$ cat config.mk
export PLATFORM = sky130hd
export DESIGN_NAME = operand_select
export DESIGN_NICKNAME = d
export VERILOG_FILES = /design/src/design/core_pkg.sv /design/src/design/operand_select.sv
export SDC_FILE = /design/constraint.sdc
export NUM_CORES = 1
export LEC_CHECK = 0
export ABC_AREA = 0
export BUFFER_PORTS_ARGS = -buffer_cell sky130_fd_sc_hd__buf_4
export CORE_MARGIN = 2
export CORE_UTILIZATION = 55
export CTS_BUF_LIST = sky130_fd_sc_hd__clkbuf_8
export DETAILED_ROUTE_END_ITERATION = 12
export GPL_ROUTABILITY_DRIVEN = 0
export PLACE_DENSITY_LB_ADDON = 0.3
export SYNTH_ARGS = -nofsm -noshare
export SYNTH_HDL_FRONTEND = slang
export SYNTH_SLANG_ARGS = --single-unit
$ cat constraint.sdc
create_clock -name clk_i -period 4.5 [get_ports clk_i]
set_input_delay 1.35 -clock clk_i [delete_from_list [all_inputs] [get_ports clk_i]]
set_output_delay 1.35 -clock clk_i [all_outputs]
set_load 0.005 [all_outputs]
$ cat src/design/core_pkg.sv
`default_nettype none

package core_pkg;

    localparam int DATA_W = 32;  // operand and memory data width
    localparam int ADDR_W = 32;
    localparam int BYTES_PER_WORD = DATA_W / 8;

    // operand size, same encoding as the decode stage
    typedef enum logic [1:0] {
        SZ_BYTE  = 2'd0,
        SZ_WORD  = 2'd1,
        SZ_DWORD = 2'd2
    } opsize_e;

    // where an operand comes from
    typedef enum logic [2:0] {
        SEL_REG  = 3'd0,
        SEL_MEM1 = 3'd1,
        SEL_MEM2 = 3'd2,
        SEL_IMM  = 3'd3,
        SEL_EIP  = 3'd4
    } opnd_sel_e;

    // bytes touched by one access of the given size
    function automatic logic [2:0] opsize_bytes(input opsize_e sz);
        case (sz)
            SZ_BYTE:  return 3'd1;
            SZ_WORD:  return 3'd2;
            SZ_DWORD: return 3'd4;
            default:  return 3'd0;  // encoding 3 unused
        endcase
    endfunction

endpackage

`default_nettype wire

$ cat src/design/operand_select.sv
`default_nettype none

module operand_select import core_pkg::*; (
    input  wire logic              clk_i,
    input  wire logic              arst_n_i,
    input  wire logic              acc_valid_i,
    input  wire logic              acc_last_i,
    input  wire logic [ADDR_W-1:0] acc_addr1_i,
    input  wire logic [DATA_W-1:0] acc_reg_i,
    input  wire logic [DATA_W-1:0] acc_imm_i,
    input  wire logic [DATA_W-1:0] acc_eip_i,
    input  wire opnd_sel_e         acc_sel1_i,
    input  wire opnd_sel_e         acc_sel2_i,
    input  wire logic              rd_valid_i,
    input  wire logic [DATA_W-1:0] rd_data1_i,
    input  wire logic [DATA_W-1:0] rd_data2_i,
    output logic                   valid_o,
    output logic [DATA_W-1:0]      op1_val_o,
    output logic [DATA_W-1:0]      op2_val_o,
    output logic [ADDR_W-1:0]      dest_addr_o,
    output logic                   last_o
);

    // access fields, one cycle behind to meet the read data
    logic              last_d;
    logic [ADDR_W-1:0] addr1_d;
    logic [DATA_W-1:0] reg_d;
    logic [DATA_W-1:0] imm_d;
    logic [DATA_W-1:0] eip_d;
    opnd_sel_e         sel1_d;
    opnd_sel_e         sel2_d;

    function automatic logic [DATA_W-1:0] pick(
        input opnd_sel_e         sel,
        input logic [DATA_W-1:0] reg_val,
        input logic [DATA_W-1:0] mem1,
        input logic [DATA_W-1:0] mem2,
        input logic [DATA_W-1:0] imm,
        input logic [DATA_W-1:0] eip
    );
        case (sel)
            SEL_REG:  return reg_val;
            SEL_MEM1: return mem1;
            SEL_MEM2: return mem2;
            SEL_IMM:  return imm;
            SEL_EIP:  return eip;
            default:  return '0;
        endcase
    endfunction

    always_ff @(posedge clk_i) begin
        if (acc_valid_i) begin
            last_d  <= acc_last_i;
            addr1_d <= acc_addr1_i;
            reg_d   <= acc_reg_i;
            imm_d   <= acc_imm_i;
            eip_d   <= acc_eip_i;
            sel1_d  <= acc_sel1_i;
            sel2_d  <= acc_sel2_i;
        end
    end

    always_ff @(posedge clk_i) begin
        if (rd_valid_i) begin
            op1_val_o   <= pick(sel1_d, reg_d, rd_data1_i, rd_data2_i, imm_d, eip_d);
            op2_val_o   <= pick(sel2_d, reg_d, rd_data1_i, rd_data2_i, imm_d, eip_d);
            dest_addr_o <= addr1_d;  // destination follows the first string address
        end
    end

    always_ff @(posedge clk_i or negedge arst_n_i) begin
        if (!arst_n_i) begin
            valid_o <= 1'b0;
            last_o  <= 1'b0;
        end else begin
            valid_o <= rd_valid_i;
            last_o  <= rd_valid_i & last_d;
        end
    end

endmodule

`default_nettype wire

After elaboration in Yosys (flattened, before gate mapping). Index checks and enable logic that the tools add are counted.

Equality and inequality tests: 8. Muxes and demuxes: 2. Reduce and logical (&&, ||, !) cells: 2. Bitwise operators: 1.

Operators with widths (count): $pmux W32 S5 (2); $eq A3 B2 Y1 const B (4); $eq A3 B1 Y1 const B (2); $eq A3 B3 Y1 const B (2); $logic_not A3 Y1 (2); $and A1 B1 Y1 (1).

Input port bits: 203. Flip-flop bits (word level): 233. Word-level logic and storage cells: 25.

Longest topological paths before layout.
Depth in word-level cells: 2. Mapped depth: 6. Mapped depth without buffers: 3.

Worst setup path after synthesis. No wires, ideal clock.

Kind: input to register. Start point: in rd_data1_i[13]. End point: reg op1_val_o[13], data pin. Stages on the path: 3. Arrival: 1825 ps. Required time: 4239 ps. Setup time: 261 ps. Setup slack: 2415 ps. Path buffers: 0. Cells stage by stage: mux2_1 a32oi_1 o21ai_1.

Cells in the longest elaborated chain, start to end: 1.

Ends and longest elaborated chain: start: declaration (line operand_select.sv:15) `input wire logic [DATA_W-1:0] rd_data1_i,`; $pmux W32 S5 (line operand_select.sv:41) `case (sel)`; end signal: assignment (line operand_select.sv:65) `op1_val_o <= pick(sel1_d, reg_d, rd_data1_i, rd_data2_i, imm_d, eip_d);`; end: declaration (line operand_select.sv:18) `output logic [DATA_W-1:0] op1_val_o,`.

No other way between the ends. A chain may end at the register's enable or synchronous reset.

Worst setup path after layout.
Start point: reg sel1_d[0]. End point: reg op1_val_o[27], data pin.

Cells in the longest elaborated chain, start to end: 2.

Ends and longest elaborated chain: start: declaration (line operand_select.sv:30) `opnd_sel_e sel1_d;`; start signal: assignment (line operand_select.sv:58) `sel1_d <= acc_sel1_i;`; $eq A3 B3 Y1 (tied with other cells) (line operand_select.sv:41); $pmux W32 S5 * (line operand_select.sv:41).

Mark *: on every way between the ends. The rest lies on a longest branch, timed or not.

==> metrics.cfg <==
[power]
p_per_area_nw_per_um2=399
pwr-share-clk_pct=32.8
internal-power_w=0.00383
p_leak_nw=4.95
vdd_drop_max_mv=0.325
combPwrFrac_pct=13.7
p_sw_share_pct=24.3
p_total_w=0.00505
p_sw_w=0.00123
seq_power_share_pct=53.5

[die]
die_y_um=136
io-pin-count=301
die_x_um=136
start_util_pct=56.0
coreArea_um2=17200
rows=48
die_area_um2=18600

[final_layout]
antennaDiodeCount=0
synthToLayoutAreaGrowth_pct=31.6
drive_gt1_share_pct=49.6
fin_nets=1055

[clock_network]
clkSinkCount=233
postCtsHoldBufs=0
root_buffer=clkbuf_8
cts_buffers=38
cts_tree=yes
cts_resized=0
ctsLongestPathBuffers=3
worstSkewPairLatency_ns=0.53
cts_setup_buffers=0
clk_pin_slew_ns=0.06
h-tree-depth=2

[logic_synthesis]
synth.most_common_cell=edfxtp_1
synth.area.top_cells=edfxtp_1, a22oi_1, mux2_4
synthesis.instances=549
yosys-top-cells-count=edfxtp_1, a22oi_1, a32oi_1
ys_types=26
ys_ff_latch=233
yosysWarnings=0
synthesis.area_um2=9620
synth_top_area_share_pct=72.1
async_flop_share_pct=0.858
synth_mux_area_share_pct=8.78
synth_compound_area_share_pct=14.5
synth_xor_area_share_pct=0
synth-edff-count=231
synthesis.nets=752
ys.flop_type=edfxtp_1
avgSynthCellArea_um2=17.5
ys_seq_area_share_pct=72.6
synthAdderAreaFrac_pct=0
synth_top_family_by_area=compound AO/OA/AOI/OAI gates
yosys.area.top_type=edfxtp_1
synthSimpleGateAreaFrac_pct=0.949

[outcome]
status=finished clean

[global_route]
antenna_found_initial=0
grt_first_pass_wirelength_mm=38.1
grt_max_degree=88
first_global_vias=7246
overflow=0
grt_use_total_pct=27.8

[sta]
timing_hold_violations_final=0
slew_headroom_pct=7.83
max_freq_ghz=0.340
finalSetupViolCount=0
worst_slew_pin_slew_ns=1.38
fin_crit_sh_pct=65.4
finClkSkew_ns=0.0206
period_minus_slack_ns=2.94
finalSetupTns_ns=0
maxSlewViolCount=0
rsz0062_at_grt=false

[drt]
drt_wl_total_mm=26.7
drt-vias-per-instance=6.25
wl_per_cell_um=24.2
ant_nets=0
vias=6905
drtIter0Drc=570
drc=0
first_pass_iters=7

[critical_path]
crit_required_ns=4.76
path_class=register to register
arrival_ns=3.20
reg2reg_from=sel1_d[0]
reg2reg_depth=3
ff2ff_setup_slack_ns=1.56
startpoint_type=register
critPathMaxFanout=31
timing.rr.end=op1_val_o[27]
cp-end-kind=register

[hold_path]
worst_hold_path_type=register to register
holdPathEnd=dest_addr_o[20]
hold_depth=0
hp-start=addr1_d[20]

[run]
maxCapViolations=0

[placement]
io_buffers=300
dp_hpwl_mm=17.1

==> sequential cells by signal, summed over array words and instances, names as in the netlist, 3 cells and up <==
signal	cells
addr1_d	32
dest_addr_o	32
eip_d	32
imm_d	32
op1_val_o	32
op2_val_o	32
reg_d	32
sel1_d	3
sel2_d	3
==> critical path, cell delays in order (launching register included) <==
cell	delay, ns
edfxtp_1	1.06
inv_1	0.98
a32oi_1	0.49
o21ai_1	0.14
==> routing by layer <==
| layer | wire length, um | track usage, % | part of all wire [%] |
|---|---|---|---|
| met5 | 0 | 0 | 0 |
| met4 | 1190 | 15.3 | 4.5 |
| met3 | 3330 | 7.68 | 12 |
| met2 | 13300 | 47.2 | 50 |
| met1 | 8830 | 31.9 | 33 |
==> metrics by stage <==
| step | setup WS, ns | hold slack (ns) | instances | utilization (%) | cell area (um2) |
|---|---|---|---|---|---|
| 3_3_place_gp | 1.72 | 0.400 | 1037 | 69.7 | 12000 |
| 6_report | 1.56 | 0.413 | 1104 | 73.7 | 12700 |
| 2_1_floorplan | 2.41 | 0.400 | 549 | - | 9620 |
| 5_1_grt | 1.54 | 0.422 | 1104 | 73.7 | 12700 |
| 4_1_cts | 1.71 | 0.416 | 1104 | 73.7 | 12700 |
| 3_5_place_dp | 1.68 | 0.405 | 1037 | 69.7 | 12000 |
==> cells in the final DEF, fill, tap and decap left out <==
master / netlist / layout
buf_4: 4 / 307
edfxtp_1: 231 / 231
a22oi_1: 67 / 67
a32oi_1: 49 / 49
o21ai_1: 47 / 47
clkbuf_8: 0 / 42
mux2_2: 34 / 34
mux2_4: 30 / 30
inv_1: 2 / 19
o22ai_1: 14 / 14
a22oi_2: 10 / 10
clkinv_1: 0 / 5
nor2b_4: 0 / 3
nor2_4: 2 / 3
o21ai_0: 2 / 2
nor2b_2: 1 / 2
clkinvlp_4: 0 / 2
dfrtp_1: 2 / 2
and3b_1: 1 / 1
a21oi_1: 1 / 1
mux2_1: 1 / 1
nand3_1: 1 / 1
nand2_1: 1 / 1
and2b_1: 1 / 1
and2_1: 1 / 1
inv_6: 0 / 1
buf_6: 11 / 1
buf_12: 0 / 1
==> cell families after synthesis <==
| group | after synthesis |
|---|---|
| muxes | 65 |
| buffers and inverters | 48 |
| DFF | 233 |
| AOI/OAI and AO/OA | 190 |
| and+or+nand+nor | 13 |
==> power groups by stage <==
stage,registers [W],logic [W],clock network (W)
final,0.00270,0.000691,0.00166
after global routing,0.00272,0.000731,0.00177
after CTS,0.00270,0.000681,0.00168
after detailed placement,0.00274,0.000679,0
after global placement,0.00273,0.000655,0
after floorplan,0.00271,0.000307,0
==> worst max path at each step <==
stage	from	end	cells past startpoint
finish	sel1_d[0]	op1_val_o[27]	3
global route	sel1_d[0]	op1_val_o[8]	3
CTS	sel1_d[0]	op1_val_o[6]	3
detailed placement	rd_valid_i	op1_val_o[1]	2
global placement	rd_valid_i	op1_val_o[1]	2
floorplan	rd_data1_i[13]	op1_val_o[13]	3
==> cell type report <==
type | instances | area (um2)
Multi-Input combinational cell | 268 | 2360
Clock buffer | 42 | 578
Fill cell | 1100 | 4520
Tap cell | 225 | 282
Inverter | 2 | 7.51
Timing Repair Buffer | 309 | 2340
Sequential cell | 233 | 6990
Clock inverter | 25 | 106
Note: power is estimated with default switching activity, not from simulation.
