## config.mk

```make
export PLATFORM = sky130hd
export DESIGN_NAME = rep_addr_gen
export DESIGN_NICKNAME = d
export VERILOG_FILES = /design/src/design/core_pkg.sv /design/src/design/rep_addr_gen.sv
export SDC_FILE = /design/constraint.sdc
export NUM_CORES = 1
export LEC_CHECK = 0
export BUFFER_PORTS_ARGS = -buffer_cell sky130_fd_sc_hd__buf_2
export CAP_MARGIN = 20
export CORE_ASPECT_RATIO = 0.8
export CORE_MARGIN = 4
export CORE_UTILIZATION = 50
export DETAILED_ROUTE_END_ITERATION = 7
export PLACE_DENSITY = 0.77
export SYNTH_ARGS = -nofsm -noshare
export SYNTH_HDL_FRONTEND = slang
export SYNTH_SLANG_ARGS = --single-unit
```

## constraint.sdc

```tcl
create_clock -name clk_i -period 4.5 [get_ports clk_i]
set_input_delay 0.225 -clock clk_i [delete_from_list [all_inputs] [get_ports clk_i]]
set_output_delay 0.225 -clock clk_i [all_outputs]
set_load 0.05 [all_outputs]
```

## src/design/core_pkg.sv

```systemverilog
`default_nettype none

package core_pkg;

    localparam int DATA_W = 32;  // operand and memory data width
    localparam int ADDR_W = 32;
    localparam int BYTES_PER_WORD = DATA_W / 8;

    // operand size, same encoding as the decode stage
    typedef enum logic [1:0] {
        SZ_BYTE  = 2'd0,
        SZ_WORD  = 2'd1,
        SZ_DWORD = 2'd2
    } opsize_e;

    // where an operand comes from
    typedef enum logic [2:0] {
        SEL_REG  = 3'd0,
        SEL_MEM1 = 3'd1,
        SEL_MEM2 = 3'd2,
        SEL_IMM  = 3'd3,
        SEL_EIP  = 3'd4
    } opnd_sel_e;

    // bytes touched by one access of the given size
    function automatic logic [2:0] opsize_bytes(input opsize_e sz);
        case (sz)
            SZ_BYTE:  return 3'd1;
            SZ_WORD:  return 3'd2;
            SZ_DWORD: return 3'd4;
            default:  return 3'd0;  // encoding 3 unused
        endcase
    endfunction

endpackage

`default_nettype wire

```

## src/design/rep_addr_gen.sv

```systemverilog
`default_nettype none

module rep_addr_gen import core_pkg::*; (
    input  wire logic              clk_i,
    input  wire logic              arst_n_i,
    input  wire logic              valid_i,
    input  wire opsize_e           opsize_i,
    input  wire logic              df_i,       // 1 = decrement
    input  wire logic              is_rep_i,
    input  wire logic [ADDR_W-1:0] rep_cnt_i,
    input  wire logic [ADDR_W-1:0] mem_addr1_i,
    input  wire logic [ADDR_W-1:0] mem_addr2_i,
    input  wire logic [DATA_W-1:0] reg_val_i,
    input  wire logic [DATA_W-1:0] imm_i,
    input  wire logic [DATA_W-1:0] eip_i,
    input  wire opnd_sel_e         op1_sel_i,
    input  wire opnd_sel_e         op2_sel_i,
    output logic                   busy_o,
    output logic                   acc_valid_o,
    output logic [ADDR_W-1:0]      acc_addr1_o,
    output logic [ADDR_W-1:0]      acc_addr2_o,
    output opsize_e                acc_size_o,
    output logic                   acc_last_o,
    output logic [DATA_W-1:0]      acc_reg_o,
    output logic [DATA_W-1:0]      acc_imm_o,
    output logic [DATA_W-1:0]      acc_eip_o,
    output opnd_sel_e              acc_sel1_o,
    output opnd_sel_e              acc_sel2_o
);

    logic [ADDR_W-1:0] step_in;
    logic [ADDR_W-1:0] step_q;
    logic [ADDR_W-1:0] next_addr1_q;
    logic [ADDR_W-1:0] next_addr2_q;
    logic [ADDR_W-1:0] cnt_q;        // accesses still to issue
    logic              cnt_nz;
    logic              multi_q;      // repeat with more than one element

    // signed step, two's complement for the down direction
    assign step_in = df_i ? -ADDR_W'(opsize_bytes(opsize_i))
                          :  ADDR_W'(opsize_bytes(opsize_i));

    assign cnt_nz = (cnt_q != '0);

    always_ff @(posedge clk_i or negedge arst_n_i) begin
        if (!arst_n_i) begin
            acc_valid_o <= 1'b0;
            acc_last_o  <= 1'b0;
            cnt_q       <= '0;
            multi_q     <= 1'b0;
        end else if (valid_i) begin
            // a zero count repeat issues nothing
            acc_valid_o <= !is_rep_i || (rep_cnt_i != '0);
            acc_last_o  <= !is_rep_i || (rep_cnt_i == ADDR_W'(1));
            cnt_q       <= (is_rep_i && rep_cnt_i != '0) ? rep_cnt_i - ADDR_W'(1) : '0;
            multi_q     <= is_rep_i && (rep_cnt_i > ADDR_W'(1));
        end else if (cnt_nz) begin
            acc_valid_o <= 1'b1;
            acc_last_o  <= (cnt_q == ADDR_W'(1));
            cnt_q       <= cnt_q - ADDR_W'(1);
        end else begin
            acc_valid_o <= 1'b0;
            acc_last_o  <= 1'b0;
            multi_q     <= 1'b0;
        end
    end

    // addresses and instruction fields
    always_ff @(posedge clk_i) begin
        if (valid_i) begin
            acc_addr1_o  <= mem_addr1_i;
            acc_addr2_o  <= mem_addr2_i;
            next_addr1_q <= mem_addr1_i + step_in;
            next_addr2_q <= mem_addr2_i + step_in;
            step_q       <= step_in;
            acc_size_o   <= opsize_i;
            acc_reg_o    <= reg_val_i;
            acc_imm_o    <= imm_i;
            acc_eip_o    <= eip_i;
            acc_sel1_o   <= op1_sel_i;
            acc_sel2_o   <= op2_sel_i;
        end else if (cnt_nz) begin
            acc_addr1_o  <= next_addr1_q;
            acc_addr2_o  <= next_addr2_q;
            next_addr1_q <= next_addr1_q + step_q;
            next_addr2_q <= next_addr2_q + step_q;
        end
    end

    // stall upstream for the whole issue of a multi element repeat
    assign busy_o = acc_valid_o & multi_q;

endmodule

`default_nettype wire

```

**Word level (Yosys, flattened, before mapping)**

Index checks and enable logic that the tools add are counted.

- $add $sub $neg: 7
- $lt $le $gt $ge: 1
- Eq/ne operators: 5
- Mux-type cells: 19
- Bitwise operators: 1
- Reduce and logical (&&, ||, !) cells: 9

Operator list:

| operator | number |
|---|---|
| 2-to-1 mux 32 bit | 12 |
| adder 32 bit | 4 |
| equality test 32 x 1 -> 1 bit (second input constant) | 2 |
| nonzero test 32 bit | 2 |
| subtractor 32 x 1 -> 32 bit (second input constant) | 2 |
| greater-than comparator 32 x 1 -> 1 bit (second input constant) | 1 |
| negation 3 -> 32 bit | 1 |
| one-hot mux 3 bit (3 select lines) | 1 |
| 2-to-1 mux 1 bit | 6 |
| equality test 2 x 1 -> 1 bit (second input constant) | 1 |
| equality test 2 bit (second input constant) | 1 |
| logical AND 1 bit | 2 |
| zero test 2 bit | 1 |
| logical OR 1 bit | 2 |
| inequality test 2 bit (second input constant) | 1 |
| nonzero test 2 bit | 1 |
| bitwise AND 1 bit | 1 |
| zero test 1 bit | 1 |

- Flip-flop bits (word level): 299
- Logic and storage cells: 57

**Logic depth before layout (Yosys ltp)**

- Depth after elaboration: 6
- Depth in mapped cells: 13

**Worst setup path after synthesis**

No wires, ideal clock.

- Path type: input port to flip-flop
- Start: in df_i
- End: reg next_addr1_q[24], data pin
- Data arrival time: 4946 ps
- Path slack: -719 ps
- Stages on the path: 11
- Cells stage by stage: inv_1 -> a21oi_1 -> ha_1 -> a21o_1 -> a21o_1 -> a2111oi_0 -> a21oi_1 -> a21o_1 -> a221o_1 -> xnor2_1 -> mux2i_1

- Cells in the longest elaborated chain, start to end: 3

Ends and longest elaborated chain:

| element | RTL line | text |
|---|---|---|
| start: declaration | rep_addr_gen.sv:8 | `input wire logic df_i,` |
| 2-to-1 mux 32 bit | rep_addr_gen.sv:40 | `assign step_in = df_i ? -ADDR_W'(opsize_bytes(opsize_i))` |
| named net step_in[10] | rep_addr_gen.sv:31 | `logic [ADDR_W-1:0] step_in;` |
| adder 32 bit | rep_addr_gen.sv:73 | `next_addr1_q <= mem_addr1_i + step_in;` |
| 2-to-1 mux 32 bit | rep_addr_gen.sv:70 | `if (valid_i) begin` |
| end signal: assignment | rep_addr_gen.sv:73 |  |
| end signal: assignment | rep_addr_gen.sv:85 | `next_addr1_q <= next_addr1_q + step_q;` |
| end: declaration | rep_addr_gen.sv:33 | `logic [ADDR_W-1:0] next_addr1_q;` |

The timed path passes the listed nets, and every way through them passes these cells.
A chain may end at the register's enable or synchronous reset.

**Final worst setup path**

- Start: in opsize_i[1]
- End: reg next_addr2_q[31], data pin

- Cells in the longest elaborated chain, start to end: 6

Ends and longest elaborated chain:

| element | RTL line | text |
|---|---|---|
| start: declaration | rep_addr_gen.sv:7 | `input wire opsize_e opsize_i,` |
| equality test 2 bit, or another cell as far along | core_pkg.sv:27 | `case (sz)` |
| one-hot mux 3 bit (3 select lines) (*) | core_pkg.sv:27 |  |
| negation 3 -> 32 bit (*) | rep_addr_gen.sv:40 |  |
| 2-to-1 mux 32 bit (*) | rep_addr_gen.sv:40 |  |
| named net step_in[10] | rep_addr_gen.sv:31 |  |
| adder 32 bit (*) | rep_addr_gen.sv:74 | `next_addr2_q <= mem_addr2_i + step_in;` |
| 2-to-1 mux 32 bit (*) | rep_addr_gen.sv:70 |  |
| end signal: assignment | rep_addr_gen.sv:74 |  |
| end signal: assignment | rep_addr_gen.sv:86 | `next_addr2_q <= next_addr2_q + step_q;` |
| end: declaration | rep_addr_gen.sv:34 | `logic [ADDR_W-1:0] next_addr2_q;` |

Mark *: on every way through the listed nets, which the timed path passes. The rest lies on a longest branch.

==> reports/qor.yml <==
sta:
  max-slew-margin-rel: 0.297
  fmax_mhz: 259
  worst_slack_ns: 0.642
  hold_viol: 0
  fin_crit_sh: 0.857
  worstMarginPinSlew_ns: 1.06
  rsz0062_at_grt: "no"
  finalSetupViolCount: 0
  finalSetupTns_ns: 0
  finalCriticalPeriod_ns: 3.86
  finalClockSkew_ns: 0.0231
  final-max-slew-violation-count: 0
setup_path:
  critPathKind: "input port to register"
  critPathLaunchType: "input port"
  arrival_ns: 4.17
  worstSetupEndpointType: "register"
  cp_max_fo: 22
  cp_data_required_time_ns: 4.81
synth:
  synth.area.top_cells: "edfxtp_1, ha_1, dfrtp_1, a21oi_1, mux2_2"
  synth_flop_cell: "edfxtp_1"
  syn_avg_cell_area_um2: 10.7
  ys_seq_area_frac: 0.464
  synth_edf_count: 236
  synth_fp_nets: 1940
  yosysTopAreaCell: "edfxtp_1"
  syn_area_um2: 17200
  synth_cell_types: 72
  synth_warnings: 0
  yosysTopAreaCellShare: 0.413
  async_flop_share: 0.129
  synthTopCellsByCount: "edfxtp_1, a21oi_1, ha_1"
  ys_ff_latch: 271
  post-synth-top-count-cell: "edfxtp_1"
  synthCells: 1602
global_routing:
  grt_pass1_wl_mm: 79.4
  track_usage: 0.258
  overflow: 0
  antenna_found_initial: 2
  grt_max_degree: 149
  grt_pass1_vias: 14800
cells_and_area:
  drive_gt1_frac: 0.244
  nets: 2490
  syn_to_final_growth_pct: 30.0
detailed_routing:
  routed_wl_mm: 50.4
  avgViaCountPerCell: 5.74
  dr.pass1.iters: 5
  avgRoutedWirePerCell_um: 19.3
  drt_iter0_markers: 1052
  drc: 0
  num_vias: 15000
  antenna_left: 0
clocking:
  cts.sinks: 271
  numCtsBuffers: 30
  cts_resized: 0
  clk_latency_ns: 0.58
  clk_path_buf_depth: 3
  cts_setup_buffers: 0
  cts_tree: "done"
  ctsHtreeMaxLevel: 1
  root_buffer: "clkbuf_16"
  cts.reportedPaths.clkPinSlew_ns: 0.06
power:
  switchingPower_w: 0.00458
  vdd_drop_max_mv: 0.332
  leakage_nw: 9.76
  p_per_area_nw_per_um2: 522
  p_clk_frac: 0.232
  p_sw_frac: 0.393
  internal-power_w: 0.00708
  finalPower_w: 0.0117
  p_seq_frac: 0.332
  combinationalPowerShare: 0.436
min_path:
  hold_class: "input port to register"
floorplanning:
  core_area_um2: 33800
  die_w_um: 215
  dieArea_um2: 37400
  die_y_um: 174
  rows: 60
  start_util: 0.508
  ios: 376
placed_design:
  gp_congestion: 0.908
  port_buffers: 375
  dp_hpwl_mm: 34.6
  post-place-ws_ns: 0.743
outcome:
  status: "finished, final reports clean"
flow_run:
  maxCapViolations: 0
-- metrics by stage --
step | hold slack [ns] | utilization | instance area (µm²) | instances
after floorplan | -0.0706 | - | 17200 | 1602
after global placement | 0.352 | 0.579 | 19600 | 2386
after detailed placement | 0.354 | 0.579 | 19600 | 2386
after CTS | 0.00358 | 0.661 | 22300 | 2610
after global routing | 0.0147 | 0.661 | 22300 | 2612
final | 0.0376 | 0.661 | 22300 | 2612
-- layout by cell type (no fill, tap or decap), types with 30 or more instances in the layout --
cell and instances:
a21o_1 58, a21oi_1 162, buf_2 374, clkbuf_16 30
dfrtp_1 35, dlygate4sd3_1 168, edfxtp_1 236, ha_1 129
inv_1 40, mux2_2 66, nand2_1 100, nor2_1 128
nor3_1 30, o21ai_0 86, xnor2_1 74, xor2_1 76
-- registers in the layout, summed over array words and instances, names as in the netlist --
register,flops
acc_last_o,1
multi_q,1
acc_addr1_o,32
acc_eip_o,32
acc_size_o,2
acc_addr2_o,32
next_addr2_q,32
cnt_q,32
acc_sel1_o,3
next_addr1_q,32
acc_imm_o,32
step_q,4
acc_reg_o,32
acc_valid_o,1
acc_sel2_o,3
-- layout make-up --
class                   count  area [µm²]
clock buffers              42         836
multi-input cells        1251        8900
clock inverters            14         241
inverters                  42         163
well taps                 434         543
diodes                      2        5.00
repair buffers            556        3680
flip-flops and latches    271        7960
fillers                  2527       11500
-- per-layer routing --
layer  vias up  GRT usage  share of wire
met5         -          0              0
met4         0     0.0741          0.033
met3       113     0.0522          0.072
met2       606      0.446           0.48
met1      7126      0.332           0.42
li1       7154          -              -
-- kinds of logic (layout without fill, tap and decap cells) --
kind of cell / Yosys count / in the layout / synth area share
xor gates and xnor gates: 150 / 150 / 0.0765
buffers and inverters: 80 / 654 / 0.0189
AOI/OAI and AO/OA: 449 / 449 / 0.162
other: 0 / 2 / 0
and+or+nand+nor: 433 / 433 / 0.126
muxes: 86 / 86 / 0.0549
DFF: 271 / 271 / 0.464
adders and majority gates: 133 / 133 / 0.0986
-- worst paths after layout --
path / startpoint / end / slack [ns] / cells after the start
hold / removal: mem_addr2_i[6] / acc_addr2_o[6] / 0.04 / 2
hold reg to reg: cnt_q[12] / cnt_q[12] / 0.53 / 1
setup reg to reg: step_q[30] / next_addr2_q[30] / 0.80 / 11
max in group asynchronous: arst_n_i / cnt_q[21] / 3.67 / 2
min in group asynchronous: arst_n_i / cnt_q[28] / 0.31 / 2
setup / recovery: opsize_i[1] / next_addr2_q[31] / 0.64 / 14
-- timing repair --
action,in CTS,in global routing
endpoints found under the hold margin,202,0
setup endpoints to repair,0,0
hold buffers,168,0
-- power groups by stage --
stage	combinational (W)	sequential (W)	clock, W
2_1_floorplan	0.00291	0.00465	0
3_3_place_gp	0.00476	0.00389	0
3_5_place_dp	0.00487	0.00390	0
4_1_cts	0.00503	0.00386	0.00275
5_1_grt	0.00556	0.00393	0.00287
6_report	0.00509	0.00388	0.00270
-- critical path, cell delays in order --
cell and delay [ns]:
dlygate4sd3_1 0.54, buf_2 0.17, a21oi_4 0.49, buf_4 0.40, ha_1 0.26, and3_1 0.21, nor2b_1 0.27, o2111ai_1 0.17
nand3_1 0.18, o211ai_1 0.19, a211oi_1 0.53, a31o_2 0.24, mux2i_1 0.18, nor3_1 0.07
Note: power is estimated with default switching activity, not from simulation.
